[config.mk]
export PLATFORM = sky130hd
export DESIGN_NAME = rv_core
export DESIGN_NICKNAME = d
export VERILOG_FILES = /design/src/common/rv_pkg.sv /design/src/common/rv_fetch_if.sv /design/src/common/rv_issue_if.sv /design/src/fetch/rv_fetch_buf.sv /design/src/fetch/rv_fetch.sv /design/src/logic/rv_decode.sv /design/src/logic/rv_execute.sv /design/src/logic/rv_result.sv /design/src/logic/rv_core.sv
export SDC_FILE = /design/constraint.sdc
export NUM_CORES = 2
export LEC_CHECK = 0
export BUFFER_PORTS_ARGS = -buffer_cell sky130_fd_sc_hd__buf_4
export CORE_MARGIN = 3
export CORE_UTILIZATION = 45
export DETAILED_ROUTE_END_ITERATION = 10
export HOLD_SLACK_MARGIN = 0.08
export PLACE_DENSITY = 0.7
export SLEW_MARGIN = 5
export SYNTH_ARGS = -nofsm -noshare
export SYNTH_HDL_FRONTEND = slang
export SYNTH_SLANG_ARGS = --single-unit
[constraint.sdc]
create_clock -name i_clk -period 21.9 [get_ports i_clk]
set_input_delay 2.19 -clock i_clk [delete_from_list [all_inputs] [get_ports i_clk]]
set_output_delay 2.19 -clock i_clk [all_outputs]
set_load 0.01 [all_outputs]
[src/common/rv_pkg.sv]
package rv_pkg;

    localparam logic [31:0] RESET_ADDR = 32'h0000_0000;
    localparam logic [31:0] TRAP_ADDR  = 32'h0000_0100;

    localparam int IADDR_BITS         = 16;
    localparam int FETCH_BUF_DEPTH    = 4;
    localparam int FETCH_BUF_PTR_BITS = $clog2(FETCH_BUF_DEPTH);

    typedef logic [FETCH_BUF_PTR_BITS-1:0] buf_ptr_t;
    typedef logic [FETCH_BUF_PTR_BITS:0]   buf_cnt_t;  // One extra bit to hold a full count.

    typedef enum logic [3:0]
    {
        OP_LUI,
        OP_ADDI,
        OP_XORI,
        OP_ADD,
        OP_SUB,
        OP_AND,
        OP_OR,
        OP_XOR,
        OP_SLT,
        OP_JAL,
        OP_BEQ,
        OP_BNE,
        OP_EBREAK,
        OP_ILLEGAL
    } rv_opcode_e;

    typedef enum logic [2:0]
    {
        ALU_ADD,
        ALU_SUB,
        ALU_AND,
        ALU_OR,
        ALU_XOR,
        ALU_SLT,
        ALU_PASS  // Operand b straight through.
    } rv_alu_e;

    typedef struct packed
    {
        rv_opcode_e  opcode;
        rv_alu_e     alu;
        logic [4:0]  rs1;
        logic [4:0]  rs2;
        logic [4:0]  rd;
        logic        we;
        logic [31:0] imm;
        logic [31:0] pc;
        logic        valid;
    } rv_issue_t;

endpackage

[src/common/rv_fetch_if.sv]
interface rv_fetch_if;

    logic                          valid;
    logic [31:0]                   instr;
    logic [rv_pkg::IADDR_BITS-1:0] pc;
    logic                          take;

    modport source
    (
        output valid,
        output instr,
        output pc,
        input  take
    );

    modport sink
    (
        input  valid,
        input  instr,
        input  pc,
        output take
    );

endinterface

[src/common/rv_issue_if.sv]
interface rv_issue_if
(
    input logic i_clk,
    input logic i_rst
);

    rv_pkg::rv_issue_t issue;   // Registered slot from decode.
    logic [31:0]       rs1_data;
    logic [31:0]       rs2_data;
    logic              redirect;
    logic [31:0]       redirect_pc;
    logic              wb_valid;
    logic              wb_we;
    logic [4:0]        wb_rd;
    logic [31:0]       wb_data;
    logic [31:0]       retire_pc;
    logic              retire_trap;
    logic              retire_illegal;

    modport fetch (input redirect, input redirect_pc);

    modport decode (input redirect, output issue);

    modport execute
    (
        input  i_clk, i_rst, issue, rs1_data, rs2_data,
        output redirect, redirect_pc, wb_valid, wb_we, wb_rd, wb_data,
        output retire_pc, retire_trap, retire_illegal
    );

    modport result
    (
        input  issue, wb_valid, wb_we, wb_rd, wb_data,
        input  retire_pc, retire_trap, retire_illegal,
        output rs1_data, rs2_data
    );

endinterface

[src/fetch/rv_fetch_buf.sv]
module rv_fetch_buf
(
    input  logic                          i_clk,
    input  logic                          i_rst,
    input  logic                          i_flush,
    input  logic                          i_push,
    input  logic [31:0]                   i_data,
    input  logic [rv_pkg::IADDR_BITS-1:0] i_pc,
    input  logic                          i_pop,
    output logic [31:0]                   o_data,
    output logic [rv_pkg::IADDR_BITS-1:0] o_pc,
    output logic                          o_empty,
    output logic                          o_full
);

    logic [31:0]                   data_mem [rv_pkg::FETCH_BUF_DEPTH];
    logic [rv_pkg::IADDR_BITS-1:0] pc_mem   [rv_pkg::FETCH_BUF_DEPTH];

    rv_pkg::buf_ptr_t wr_ptr;
    rv_pkg::buf_ptr_t rd_ptr;
    rv_pkg::buf_cnt_t count;

    always_ff @(posedge i_clk)
    begin
        if (i_push)
        begin
            data_mem[wr_ptr] <= i_data;
            pc_mem[wr_ptr]   <= i_pc;
        end
    end

    always_ff @(posedge i_clk)
    begin
        if (i_rst || i_flush)
        begin
            wr_ptr <= '0;
            rd_ptr <= '0;
            count  <= '0;
        end
        else
        begin
            if (i_push)
                wr_ptr <= wr_ptr + rv_pkg::buf_ptr_t'(1);  // Wraps at depth.
            if (i_pop)
                rd_ptr <= rd_ptr + rv_pkg::buf_ptr_t'(1);
            case ({i_push, i_pop})
                2'b10:   count <= count + rv_pkg::buf_cnt_t'(1);
                2'b01:   count <= count - rv_pkg::buf_cnt_t'(1);
                default: count <= count;
            endcase
        end
    end

    assign o_data  = data_mem[rd_ptr];
    assign o_pc    = pc_mem[rd_ptr];
    assign o_empty = (count == '0);
    assign o_full  = (count == rv_pkg::buf_cnt_t'(rv_pkg::FETCH_BUF_DEPTH));

    a_no_push_full: assert property (@(posedge i_clk) disable iff (i_rst)
        !(i_push && o_full));
    a_no_pop_empty: assert property (@(posedge i_clk) disable iff (i_rst)
        !(i_pop && o_empty));

endmodule

[src/fetch/rv_fetch.sv]
module rv_fetch
(
    input  logic                          i_clk,
    input  logic                          i_rst,
    input  logic                          i_ack,
    input  logic [31:0]                   i_instruction,
    output logic                          o_cyc,
    output logic [rv_pkg::IADDR_BITS-1:0] o_addr,
    rv_fetch_if.source                    fetch_if,
    rv_issue_if.fetch                     issue_if
);

    logic [rv_pkg::IADDR_BITS-1:0] pc;
    logic [rv_pkg::IADDR_BITS-1:0] pc_next;
    logic                          run;
    logic                          accept;
    logic                          push;
    logic                          empty;
    logic                          full;

    assign accept = o_cyc && i_ack;
    assign push   = accept && !issue_if.redirect;  // Word in flight is stale on redirect.

    always_comb
    begin
        if (i_rst)
            pc_next = rv_pkg::RESET_ADDR[rv_pkg::IADDR_BITS-1:0];
        else if (issue_if.redirect)
            pc_next = issue_if.redirect_pc[rv_pkg::IADDR_BITS-1:0];
        else if (accept)
            pc_next = pc + rv_pkg::IADDR_BITS'(4);
        else
            pc_next = pc;   // Bus stall holds the pc.
    end

    always_ff @(posedge i_clk)
    begin
        pc <= pc_next;
        if (i_rst)
            run <= 1'b0;
        else
            run <= 1'b1;
    end

    rv_fetch_buf u_buf
    (
        .i_clk   (i_clk),
        .i_rst   (i_rst),
        .i_flush (issue_if.redirect),
        .i_push  (push),
        .i_data  (i_instruction),
        .i_pc    (pc),
        .i_pop   (fetch_if.take),
        .o_data  (fetch_if.instr),
        .o_pc    (fetch_if.pc),
        .o_empty (empty),
        .o_full  (full)
    );

    assign fetch_if.valid = !empty;
    assign o_cyc          = run && !full;
    assign o_addr         = pc;

    // Redirect targets come from execute, so alignment is checked at the bus.
    a_addr_aligned: assert property (@(posedge i_clk) disable iff (i_rst)
        o_cyc |-> (o_addr[1:0] == 2'b00));

endmodule

[src/logic/rv_decode.sv]
module rv_decode
(
    input  logic       i_clk,
    input  logic       i_rst,
    rv_fetch_if.sink   fetch_if,
    rv_issue_if.decode issue_if
);

    logic [31:0]        instr;
    logic [31:0]        imm_i;
    logic [31:0]        imm_u;
    logic [31:0]        imm_b;
    logic [31:0]        imm_j;
    logic [2:0]         funct3;
    logic [6:0]         funct7;
    rv_pkg::rv_issue_t  dec;
    rv_pkg::rv_issue_t  slot;

    assign instr  = fetch_if.instr;
    assign funct3 = instr[14:12];
    assign funct7 = instr[31:25];

    assign imm_i = {{20{instr[31]}}, instr[31:20]};
    assign imm_u = {instr[31:12], 12'b0};
    assign imm_b = {{20{instr[31]}}, instr[7], instr[30:25], instr[11:8], 1'b0};
    assign imm_j = {{12{instr[31]}}, instr[19:12], instr[20], instr[30:21], 1'b0};

    assign fetch_if.take = fetch_if.valid && !issue_if.redirect;

    always_comb
    begin
        dec.opcode = rv_pkg::OP_ILLEGAL;
        dec.alu    = rv_pkg::ALU_ADD;
        dec.imm    = imm_i;
        case (instr[6:0])
            7'b0110111:
            begin
                dec.opcode = rv_pkg::OP_LUI;
                dec.alu    = rv_pkg::ALU_PASS;
                dec.imm    = imm_u;
            end
            7'b0010011:
            begin
                if (funct3 == 3'b000)
                    dec.opcode = rv_pkg::OP_ADDI;
                else if (funct3 == 3'b100)
                begin
                    dec.opcode = rv_pkg::OP_XORI;
                    dec.alu    = rv_pkg::ALU_XOR;
                end
            end
            7'b0110011:
            begin
                case ({funct7, funct3})
                    10'b0000000_000: dec.opcode = rv_pkg::OP_ADD;
                    10'b0100000_000:
                    begin
                        dec.opcode = rv_pkg::OP_SUB;
                        dec.alu    = rv_pkg::ALU_SUB;
                    end
                    10'b0000000_111:
                    begin
                        dec.opcode = rv_pkg::OP_AND;
                        dec.alu    = rv_pkg::ALU_AND;
                    end
                    10'b0000000_110:
                    begin
                        dec.opcode = rv_pkg::OP_OR;
                        dec.alu    = rv_pkg::ALU_OR;
                    end
                    10'b0000000_100:
                    begin
                        dec.opcode = rv_pkg::OP_XOR;
                        dec.alu    = rv_pkg::ALU_XOR;
                    end
                    10'b0000000_010:
                    begin
                        dec.opcode = rv_pkg::OP_SLT;
                        dec.alu    = rv_pkg::ALU_SLT;
                    end
                    default: dec.opcode = rv_pkg::OP_ILLEGAL;
                endcase
            end
            7'b1101111:
            begin
                dec.opcode = rv_pkg::OP_JAL;
                dec.imm    = imm_j;
            end
            7'b1100011:
            begin
                dec.imm = imm_b;
                if (funct3 == 3'b000)
                    dec.opcode = rv_pkg::OP_BEQ;
                else if (funct3 == 3'b001)
                    dec.opcode = rv_pkg::OP_BNE;
            end
            7'b1110011:
            begin
                if (instr == 32'h0010_0073)
                    dec.opcode = rv_pkg::OP_EBREAK;
            end
            default: dec.opcode = rv_pkg::OP_ILLEGAL;
        endcase

        dec.rs1   = instr[19:15];
        dec.rs2   = instr[24:20];
        dec.rd    = instr[11:7];
        dec.pc    = 32'(fetch_if.pc);
        dec.valid = 1'b1;
        // Branches, EBREAK and illegal words leave the register file alone.
        dec.we    = (instr[11:7] != 5'd0) &&
                    !(dec.opcode inside {rv_pkg::OP_BEQ, rv_pkg::OP_BNE,
                                         rv_pkg::OP_EBREAK, rv_pkg::OP_ILLEGAL});
    end

    always_ff @(posedge i_clk)
    begin
        if (fetch_if.take)
            slot <= dec;
        if (i_rst || !fetch_if.take)
            slot.valid <= 1'b0;  // Bubble, also on redirect.
    end

    assign issue_if.issue = slot;

endmodule

[src/logic/rv_execute.sv]
module rv_execute
(
    rv_issue_if.execute issue_if
);

    rv_pkg::rv_issue_t issue;
    logic [31:0]       op_a;
    logic [31:0]       op_b;
    logic [31:0]       alu_out;
    logic [31:0]       link;
    logic              imm_sel;
    logic              branch_taken;

    assign issue = issue_if.issue;
    assign link  = issue.pc + 32'd4;

    assign imm_sel = issue.opcode inside {rv_pkg::OP_LUI, rv_pkg::OP_ADDI, rv_pkg::OP_XORI};
    assign op_a    = issue_if.rs1_data;
    assign op_b    = imm_sel ? issue.imm : issue_if.rs2_data;

    always_comb
    begin
        case (issue.alu)
            rv_pkg::ALU_ADD:  alu_out = op_a + op_b;
            rv_pkg::ALU_SUB:  alu_out = op_a - op_b;
            rv_pkg::ALU_AND:  alu_out = op_a & op_b;
            rv_pkg::ALU_OR:   alu_out = op_a | op_b;
            rv_pkg::ALU_XOR:  alu_out = op_a ^ op_b;
            rv_pkg::ALU_SLT:  alu_out = {31'b0, $signed(op_a) < $signed(op_b)};
            rv_pkg::ALU_PASS: alu_out = op_b;
            default:          alu_out = '0;
        endcase
    end

    assign branch_taken = ((issue.opcode == rv_pkg::OP_BEQ) && (op_a == op_b)) ||
                          ((issue.opcode == rv_pkg::OP_BNE) && (op_a != op_b));

    assign issue_if.redirect = issue.valid &&
                               (branch_taken ||
                                (issue.opcode == rv_pkg::OP_JAL) ||
                                (issue.opcode == rv_pkg::OP_EBREAK));

    assign issue_if.redirect_pc = (issue.opcode == rv_pkg::OP_EBREAK) ?
                                  rv_pkg::TRAP_ADDR : issue.pc + issue.imm;

    assign issue_if.wb_valid = issue.valid;
    assign issue_if.wb_we    = issue.valid && issue.we;
    assign issue_if.wb_rd    = issue.rd;
    assign issue_if.wb_data  = (issue.opcode == rv_pkg::OP_JAL) ? link : alu_out;

    assign issue_if.retire_pc      = issue.pc;
    assign issue_if.retire_trap    = (issue.opcode == rv_pkg::OP_EBREAK);
    assign issue_if.retire_illegal = (issue.opcode == rv_pkg::OP_ILLEGAL);

    // B and J immediates may carry bit 1, so the program has to keep targets aligned.
    a_target_aligned: assert property (@(posedge issue_if.i_clk) disable iff (issue_if.i_rst)
        issue_if.redirect |-> (issue_if.redirect_pc[1:0] == 2'b00));

endmodule

[src/logic/rv_result.sv]
module rv_result
(
    input  logic        i_clk,
    input  logic        i_rst,
    rv_issue_if.result  issue_if,
    output logic        o_retire_valid,
    output logic [31:0] o_retire_pc,
    output logic [4:0]  o_retire_rd,
    output logic [31:0] o_retire_data,
    output logic        o_retire_trap,
    output logic        o_retire_illegal
);

    logic [31:0] regs [1:31];

    // x0 reads as zero.
    assign issue_if.rs1_data = (issue_if.issue.rs1 == 5'd0) ? '0 : regs[issue_if.issue.rs1];
    assign issue_if.rs2_data = (issue_if.issue.rs2 == 5'd0) ? '0 : regs[issue_if.issue.rs2];

    always_ff @(posedge i_clk)
    begin
        if (issue_if.wb_we)
            regs[issue_if.wb_rd] <= issue_if.wb_data;
    end

    always_ff @(posedge i_clk)
    begin
        if (i_rst)
            o_retire_valid <= 1'b0;
        else
            o_retire_valid <= issue_if.wb_valid;
        if (issue_if.wb_valid)
        begin
            o_retire_pc      <= issue_if.retire_pc;
            o_retire_rd      <= issue_if.wb_we ? issue_if.wb_rd : 5'd0;   // Zero when nothing written.
            o_retire_data    <= issue_if.wb_we ? issue_if.wb_data : 32'd0;
            o_retire_trap    <= issue_if.retire_trap;
            o_retire_illegal <= issue_if.retire_illegal;
        end
    end

    a_no_x0_write: assert property (@(posedge i_clk) disable iff (i_rst)
        issue_if.wb_we |-> (issue_if.wb_rd != 5'd0));

endmodule

[src/logic/rv_core.sv]
module rv_core
(
    input  logic                          i_clk,
    input  logic                          i_rst,
    input  logic                          i_ack,
    input  logic [31:0]                   i_instruction,
    output logic                          o_cyc,
    output logic [rv_pkg::IADDR_BITS-1:0] o_addr,
    output logic                          o_retire_valid,
    output logic [31:0]                   o_retire_pc,
    output logic [4:0]                    o_retire_rd,
    output logic [31:0]                   o_retire_data,
    output logic                          o_retire_trap,
    output logic                          o_retire_illegal
);

    rv_fetch_if fetch_if ();
    rv_issue_if issue_if (.i_clk(i_clk), .i_rst(i_rst));

    rv_fetch u_fetch
    (
        .i_clk         (i_clk),
        .i_rst         (i_rst),
        .i_ack         (i_ack),
        .i_instruction (i_instruction),
        .o_cyc         (o_cyc),
        .o_addr        (o_addr),
        .fetch_if      (fetch_if),
        .issue_if      (issue_if)
    );

    rv_decode u_decode
    (
        .i_clk    (i_clk),
        .i_rst    (i_rst),
        .fetch_if (fetch_if),
        .issue_if (issue_if)
    );

    rv_execute u_execute (.issue_if(issue_if));

    rv_result u_result
    (
        .i_clk            (i_clk),
        .i_rst            (i_rst),
        .issue_if         (issue_if),
        .o_retire_valid   (o_retire_valid),
        .o_retire_pc      (o_retire_pc),
        .o_retire_rd      (o_retire_rd),
        .o_retire_data    (o_retire_data),
        .o_retire_trap    (o_retire_trap),
        .o_retire_illegal (o_retire_illegal)
    );

endmodule

# Word level (Yosys, flattened, before mapping)
# Memories as Yosys holds them, arrays and structs flattened. A register that Yosys moved wholly into a read port is not among the register bits.
# Cells that the tools add are included.
dict set report totals {
  ff_bits 136
  output_inout_bits 89
  ram_bits 1184
  memories 3
  in_bits 35
  wordCells 131
}
# name words width rd rd_ports_with_merged_regs wr line
set memory_table {}
lappend memory_table {u_result.regs 31 32 2 2 1 rv_result.sv:14} ;# logic [31:0] regs [1:31];
lappend memory_table {u_fetch.u_buf.data_mem 4 32 1 1 1 rv_fetch_buf.sv:16} ;# logic [31:0] data_mem [rv_pkg::FETCH_BUF_DEPTH];
lappend memory_table {u_fetch.u_buf.pc_mem 4 16 1 1 1 rv_fetch_buf.sv:17} ;# logic [rv_pkg::IADDR_BITS-1:0] pc_mem [rv_pkg::FETCH_BUF_DEPTH];
dict set report op_classes {
  add_sub_neg 9
  mux 29
  bitwise_logic 3
  n_reduce_logical 31
  eq_ne 36
  n_lt_le_gt_ge 1
}
# operator n
set ops {}
lappend ops {{32-bit case mux with 7 select lines} 1}
lappend ops {{32-bit 2-to-1 mux} 4}
lappend ops {{31-bit case mux with 3 select lines} 1}
lappend ops {{16-bit 2-to-1 mux} 3}
lappend ops {{4-bit case mux with 6 select lines} 2}
lappend ops {{4-bit equality test, second input constant} 9}
lappend ops {{32-bit adder} 1}
lappend ops {{32-bit bitwise AND} 1}
lappend ops {{32-bit by 21-bit equality test with 1-bit output, second input constant} 1}
lappend ops {{32-bit equality test} 1}
lappend ops {{32-bit less-than comparator} 1}
lappend ops {{32-bit != test} 1}
lappend ops {{32-bit OR} 1}
lappend ops {{32-bit subtractor} 1}
lappend ops {{32-bit bitwise XOR} 1}
lappend ops {{10-bit by 3-bit equality test with 1-bit output, second input constant} 3}
lappend ops {{7-bit equality test, second input constant} 3}
lappend ops {{16-bit by 3-bit adder with 17-bit output, second input constant} 1}
lappend ops {{16-bit adder} 1}
lappend ops {{16-bit by 3-bit adder with 16-bit output, second input constant} 1}
lappend ops {{3-bit equality test, second input constant} 5}
lappend ops {{3-bit case mux with 5 select lines} 1}
lappend ops {{7-bit by 6-bit equality test with 1-bit output, second input constant} 2}
lappend ops {{10-bit by 2-bit equality test with 1-bit output, second input constant} 1}
lappend ops {{other kinds (30)} 62}

# Longest topological paths before layout
dict set report logic_depth {
  ltp_word 13
  depth_mapped 30
  mapped_depth_nobuf 21
}

# Cells and area by module
# A second synthesis with hierarchy kept.
dict set report hier_totals {
  hier_cells 4820
  hier_area_um2 69152.6
}
# mod seq_area_each_um2 area_each_um2 n_inst cells_per_inst
set modules_own_cells {}
lappend modules_own_cells {rv_result 31940.6 48918.2 1 2828}
lappend modules_own_cells {rv_execute 0.0 8918.6 1 1366}
lappend modules_own_cells {rv_fetch_buf 5945.7 7358.3 1 298}
lappend modules_own_cells {rv_decode 2152.1 3071.7 1 222}
lappend modules_own_cells {rv_fetch 340.3 885.8 1 106}

# Worst setup path after synthesis
# OpenSTA, ideal clock, no wires.
dict set report synth_timing {
  kind {reg-to-reg}
  start {register (tool-made name)}
  end {register u_fetch.u_buf.count[2]}
  arrival_ps 8312
  period_less_slack_ps 8436
  path_buffers 9
  required_ps 21776
  setup_slack_ps 13464
  setup_ps 124
  stages_incl_launch_ff 28
  cell_sequence {dfxtp_1 buf_6 buf_12 buf_6 buf_6 buf_4 buf_2 mux4_2 mux4_2 mux2i_1 o21ai_0 ha_1 clkbuf_1 or4_1 nor4_1 xnor2_1 nor3_1 or2_2 buf_2 nor2_1 buf_1 ha_1 inv_1 fa_1 xor2_1 nor2_1 xnor2_1 nor2_1}
}
# item line
set synth_rtl {}
lappend synth_rtl {{to (signal assigned)} rv_fetch_buf.sv:47} ;# 2'b10: count <= count + rv_pkg::buf_cnt_t'(1);
lappend synth_rtl {{to (signal assigned)} rv_fetch_buf.sv:48} ;# 2'b01: count <= count - rv_pkg::buf_cnt_t'(1);
lappend synth_rtl {{to (signal assigned)} rv_fetch_buf.sv:49} ;# default: count <= count;
lappend synth_rtl {{to (decl)} rv_fetch_buf.sv:21} ;# rv_pkg::buf_cnt_t count;

==> summary.md <==
The run finished with clean final reports. Post-CTS repair changed the size of 0 cells. The final critical-path share of the clock period is 41.0%, and the setup slack on the worst flop-to-flop path is 12910 ps. The number of buffers inserted by port buffering came out at 107. The critical path is of the register to register type. The clock tree buffer depth is 3. Max-cap check violation count: 0. The length in cells of the worst reg-to-reg path is 17. The commonest cells after synthesis are edfxtp_1 (1310), mux4_2 (617), nor2_1 (238), nand2_1 (194), a21oi_1 (181).

The net count of the finished layout is 4224. Buffers added to address setup during post-CTS repair amount to 0. At the end of routability-driven placement, the weighted congestion stood at 0.988.

The run gives 5698 as the number of DRC markers in iteration 0. In the synthesized netlist, the number of instances is 3982. The final number of setup-violating endpoints came out at 0.

The die area was 0.152 mm². The post-synthesis area per instance is 16.6 µm². Entering global routing, the biggest net connects 135 pins.

CTS saw 1348 sinks. The type of destination of the critical path was a register. The tools report the clock network latency to the later pin of the worst-skew pair as 780 ps.

The die height was 390 µm. The number of warnings printed during yosys synthesis is 0. The number of hold violations in the final report was 0; the post-synthesis sequential element count was 1348.

Setup repair after global routing left no endpoint under its margin. The slew of the pin with the lowest slew margin was 1310 ps; the sequential-to-total area share from yosys stat was 60.5%. Via count of the first global-routing pass: 40000. TritonCTS built the clock tree. After legalization and detailed placement, the total HPWL measured 118000 µm.

In the global route stage, overall resource usage came out at 26.2%. The tools report the total number of vias as 40600. On the final layout, the worst clock skew is 45.0 ps. The first detailed-routing pass took 7 iterations.

For the number of hold buffers added after CTS, the log shows 0. The clock-pin slew of the registers on the worst-case setup and hold paths works out to 60 ps. The run gives 0 as the number of antenna-violating nets in the routed design.

The floorplan step set the die width to 390 µm. The filler cells instantiated in the layout total 11700. The most common cell in the synthesized netlist is edfxtp_1. For the clock buffer count from CTS, the log shows 143. In the final timing run, aggregate negative setup slack is 0 ps. The synthesized design contains 1310 enable-type register cells. Of all flip-flops after synthesis, the portion carrying an async set or reset was 0%. After synthesis the cells add up to 0.0663 mm². For the CTS H-tree depth, the log shows 4. The final non-filler cell total is 6096.

The master cell of the clock root buffer was clkbuf_16. The routed length per instance is 32.8 µm, and the area inside the core boundary is 0.146 mm². Measured against its own limit, the worst slew margin works out to 12.4%.

The distinct cell type count of the synthesized netlist is 78, and the hold-critical path depth is 1. The path class of the tightest hold or removal check is register to register. The startpoint identified for the worst hold timing path is u_decode.issue_if.issue[74]. Pin placement for this block handled 124 I/O pins. For the finished layout, the period the worst path requires is 8990 ps. For this configuration, the core starts out at a cell density of 45.4%. The leftover overflow at the end of global routing came out at 0. Timing would allow up to 111 MHz. Relative to the synthesized area, the layout overhead comes to 11.7%. Data on the critical path is required at its endpoint by 22540 ps.

Using the TritonRoute via totals, the vias-per-cell ratio works out to 6.65. In the post-synthesis netlist, the biggest area contributors are edfxtp_1 (59%), mux4_2 (21%), ha_1 (2.2%). Cells with a size suffix above 1 make up 27.6% of the layout. The row count is 140, and the share of the synthesized area in the top cell type is 59.3%.

Including well taps, the total number of placed cells is 5839. The number of antenna violations at the first check in global routing was 6. The cell taking the most area after synthesis is edfxtp_1.

The sum of routed wire length over all layers came out at 200000 µm. In the routed design, unresolved DRC markers number 0. STA classifies the critical path startpoint as a register. The worst endpoint data arrival time is 9630 ps, and the number of max-slew violations in the final report is 0. The global-route wire length before repair was 286000 µm; the largest fanout on the critical path was 77. For this run, the leading register cell type out of synthesis is edfxtp_1.
cells in the final DEF, fill, tap and decap left out, types with 21 or more instances in the layout:
| master | Yosys | routed |
|---|---|---|
| or2_2 | 39 | 39 |
| mux4_2 | 617 | 617 |
| o21ai_0 | 118 | 113 |
| edfxtp_1 | 1310 | 1310 |
| nor4_1 | 25 | 25 |
| nor2_4 | 0 | 33 |
| clkinv_1 | 2 | 28 |
| clkbuf_16 | 0 | 146 |
| nor2_1 | 238 | 201 |
| ha_1 | 118 | 118 |
| dfxtp_1 | 38 | 26 |
| clkinv_2 | 0 | 24 |
| inv_1 | 122 | 122 |
| a21o_1 | 21 | 21 |
| nor3_1 | 45 | 43 |
| and2_1 | 22 | 22 |
| a211oi_1 | 23 | 22 |
| xnor2_1 | 43 | 43 |
| nand2_1 | 194 | 194 |
| buf_4 | 30 | 204 |
| mux2i_1 | 139 | 139 |
| nand3_1 | 45 | 45 |
| a21oi_1 | 181 | 181 |
| and3_1 | 28 | 24 |
| clkbuf_1 | 157 | 26 |
| a31oi_1 | 22 | 22 |
per-stage QoR:
| stage | setup WS [ps] | utilization, % | hold slack, ps | cell area [µm²] |
|---|---|---|---|---|
| 2_1_floorplan | 13460 | - | 458 | 66300 |
| 3_3_place_gp | 13160 | 47.6 | 473 | 69500 |
| 3_5_place_dp | 12940 | 47.6 | 482 | 69500 |
| 4_1_cts | 12930 | 50.7 | 503 | 74000 |
| 5_1_grt | 12500 | 50.7 | 523 | 74000 |
| 6_report | 12910 | 50.7 | 503 | 74000 |
layer usage:
| layer | wire length [µm] | GRT usage [%] |
|---|---|---|
| met1 | 75400 | 36.2 |
| met2 | 93400 | 40.6 |
| met3 | 23300 | 6.49 |
| met4 | 7590 | 9.46 |
| met5 | 0 | 0 |
how the worst max path moves through the flow:
stage               startpoint                      to  slack, ps  depth (start not counted)
finish                register                register      12910                         17
detailed placement    register                register      12940                         17
floorplan             register  u_fetch.u_buf.count[2]      13460                         27
global route          register                register      12500                         17
CTS                   register                register      12930                         17
global placement      register                register      13160                         17
area by class of cell:
class                      instances  area (µm²)  share of cell area [%]
antenna                            2        5.00                 0.00676
clock buffer                     175        3790                    5.12
clock inverter                    80         764                    1.03
inverter                         124         465                   0.629
multi-input combinational       2242       24900                    33.6
sequential                      1348       40100                    54.2
tap                             1917        2400                    3.24
timing repair buffer             208        1610                    2.18
worst max-delay path, cell delays in order, from the launching register on:
cell and delay [ps]:
dfxtp_4 800, buf_4 750, buf_4 850, mux4_2 610, mux4_2 470, mux2i_1 510
o21ai_0 210, ha_1 530, nor4_1 570, nand4_1 270, nor4_1 820, xnor2_1 190
nor3_1 60, buf_4 180, or2_2 390, nor2_4 220, buf_4 790, mux2_2 410
flip-flops by register name, indices dropped and copies added, names as in the netlist, 2 cells and up, named ones only:
register,count
u_fetch.u_buf.wr_ptr,2
u_result.o_retire_data,32
u_fetch.u_buf.rd_ptr,2
u_result.o_retire_rd,5
u_result.regs,992
u_fetch.o_addr,16
u_fetch.u_buf.pc_mem,64
u_result.o_retire_pc,16
u_fetch.u_buf.data_mem,128
u_decode.issue_if.issue,72
u_fetch.u_buf.count,3
kinds of logic (layout without fill, tap and decap cells):
kind of cell	count (synthesis)	after routing	synth area share [%]
adder cells (fa/ha/maj)	122	122	2.35
multiplexers	772	772	23.4
flip-flops	1348	1348	60.5
AND/OR/NAND/NOR	723	723	5.11
XOR/XNOR	58	58	0.766
other	1	18	0.00566
AO/OA/AOI/OAI	551	551	5.24
buffers and inverters	407	587	2.65
Power is left out: the tool's default activity adds up to more than one toggle a clock period on the data nets, which glitch-free logic cannot reach.
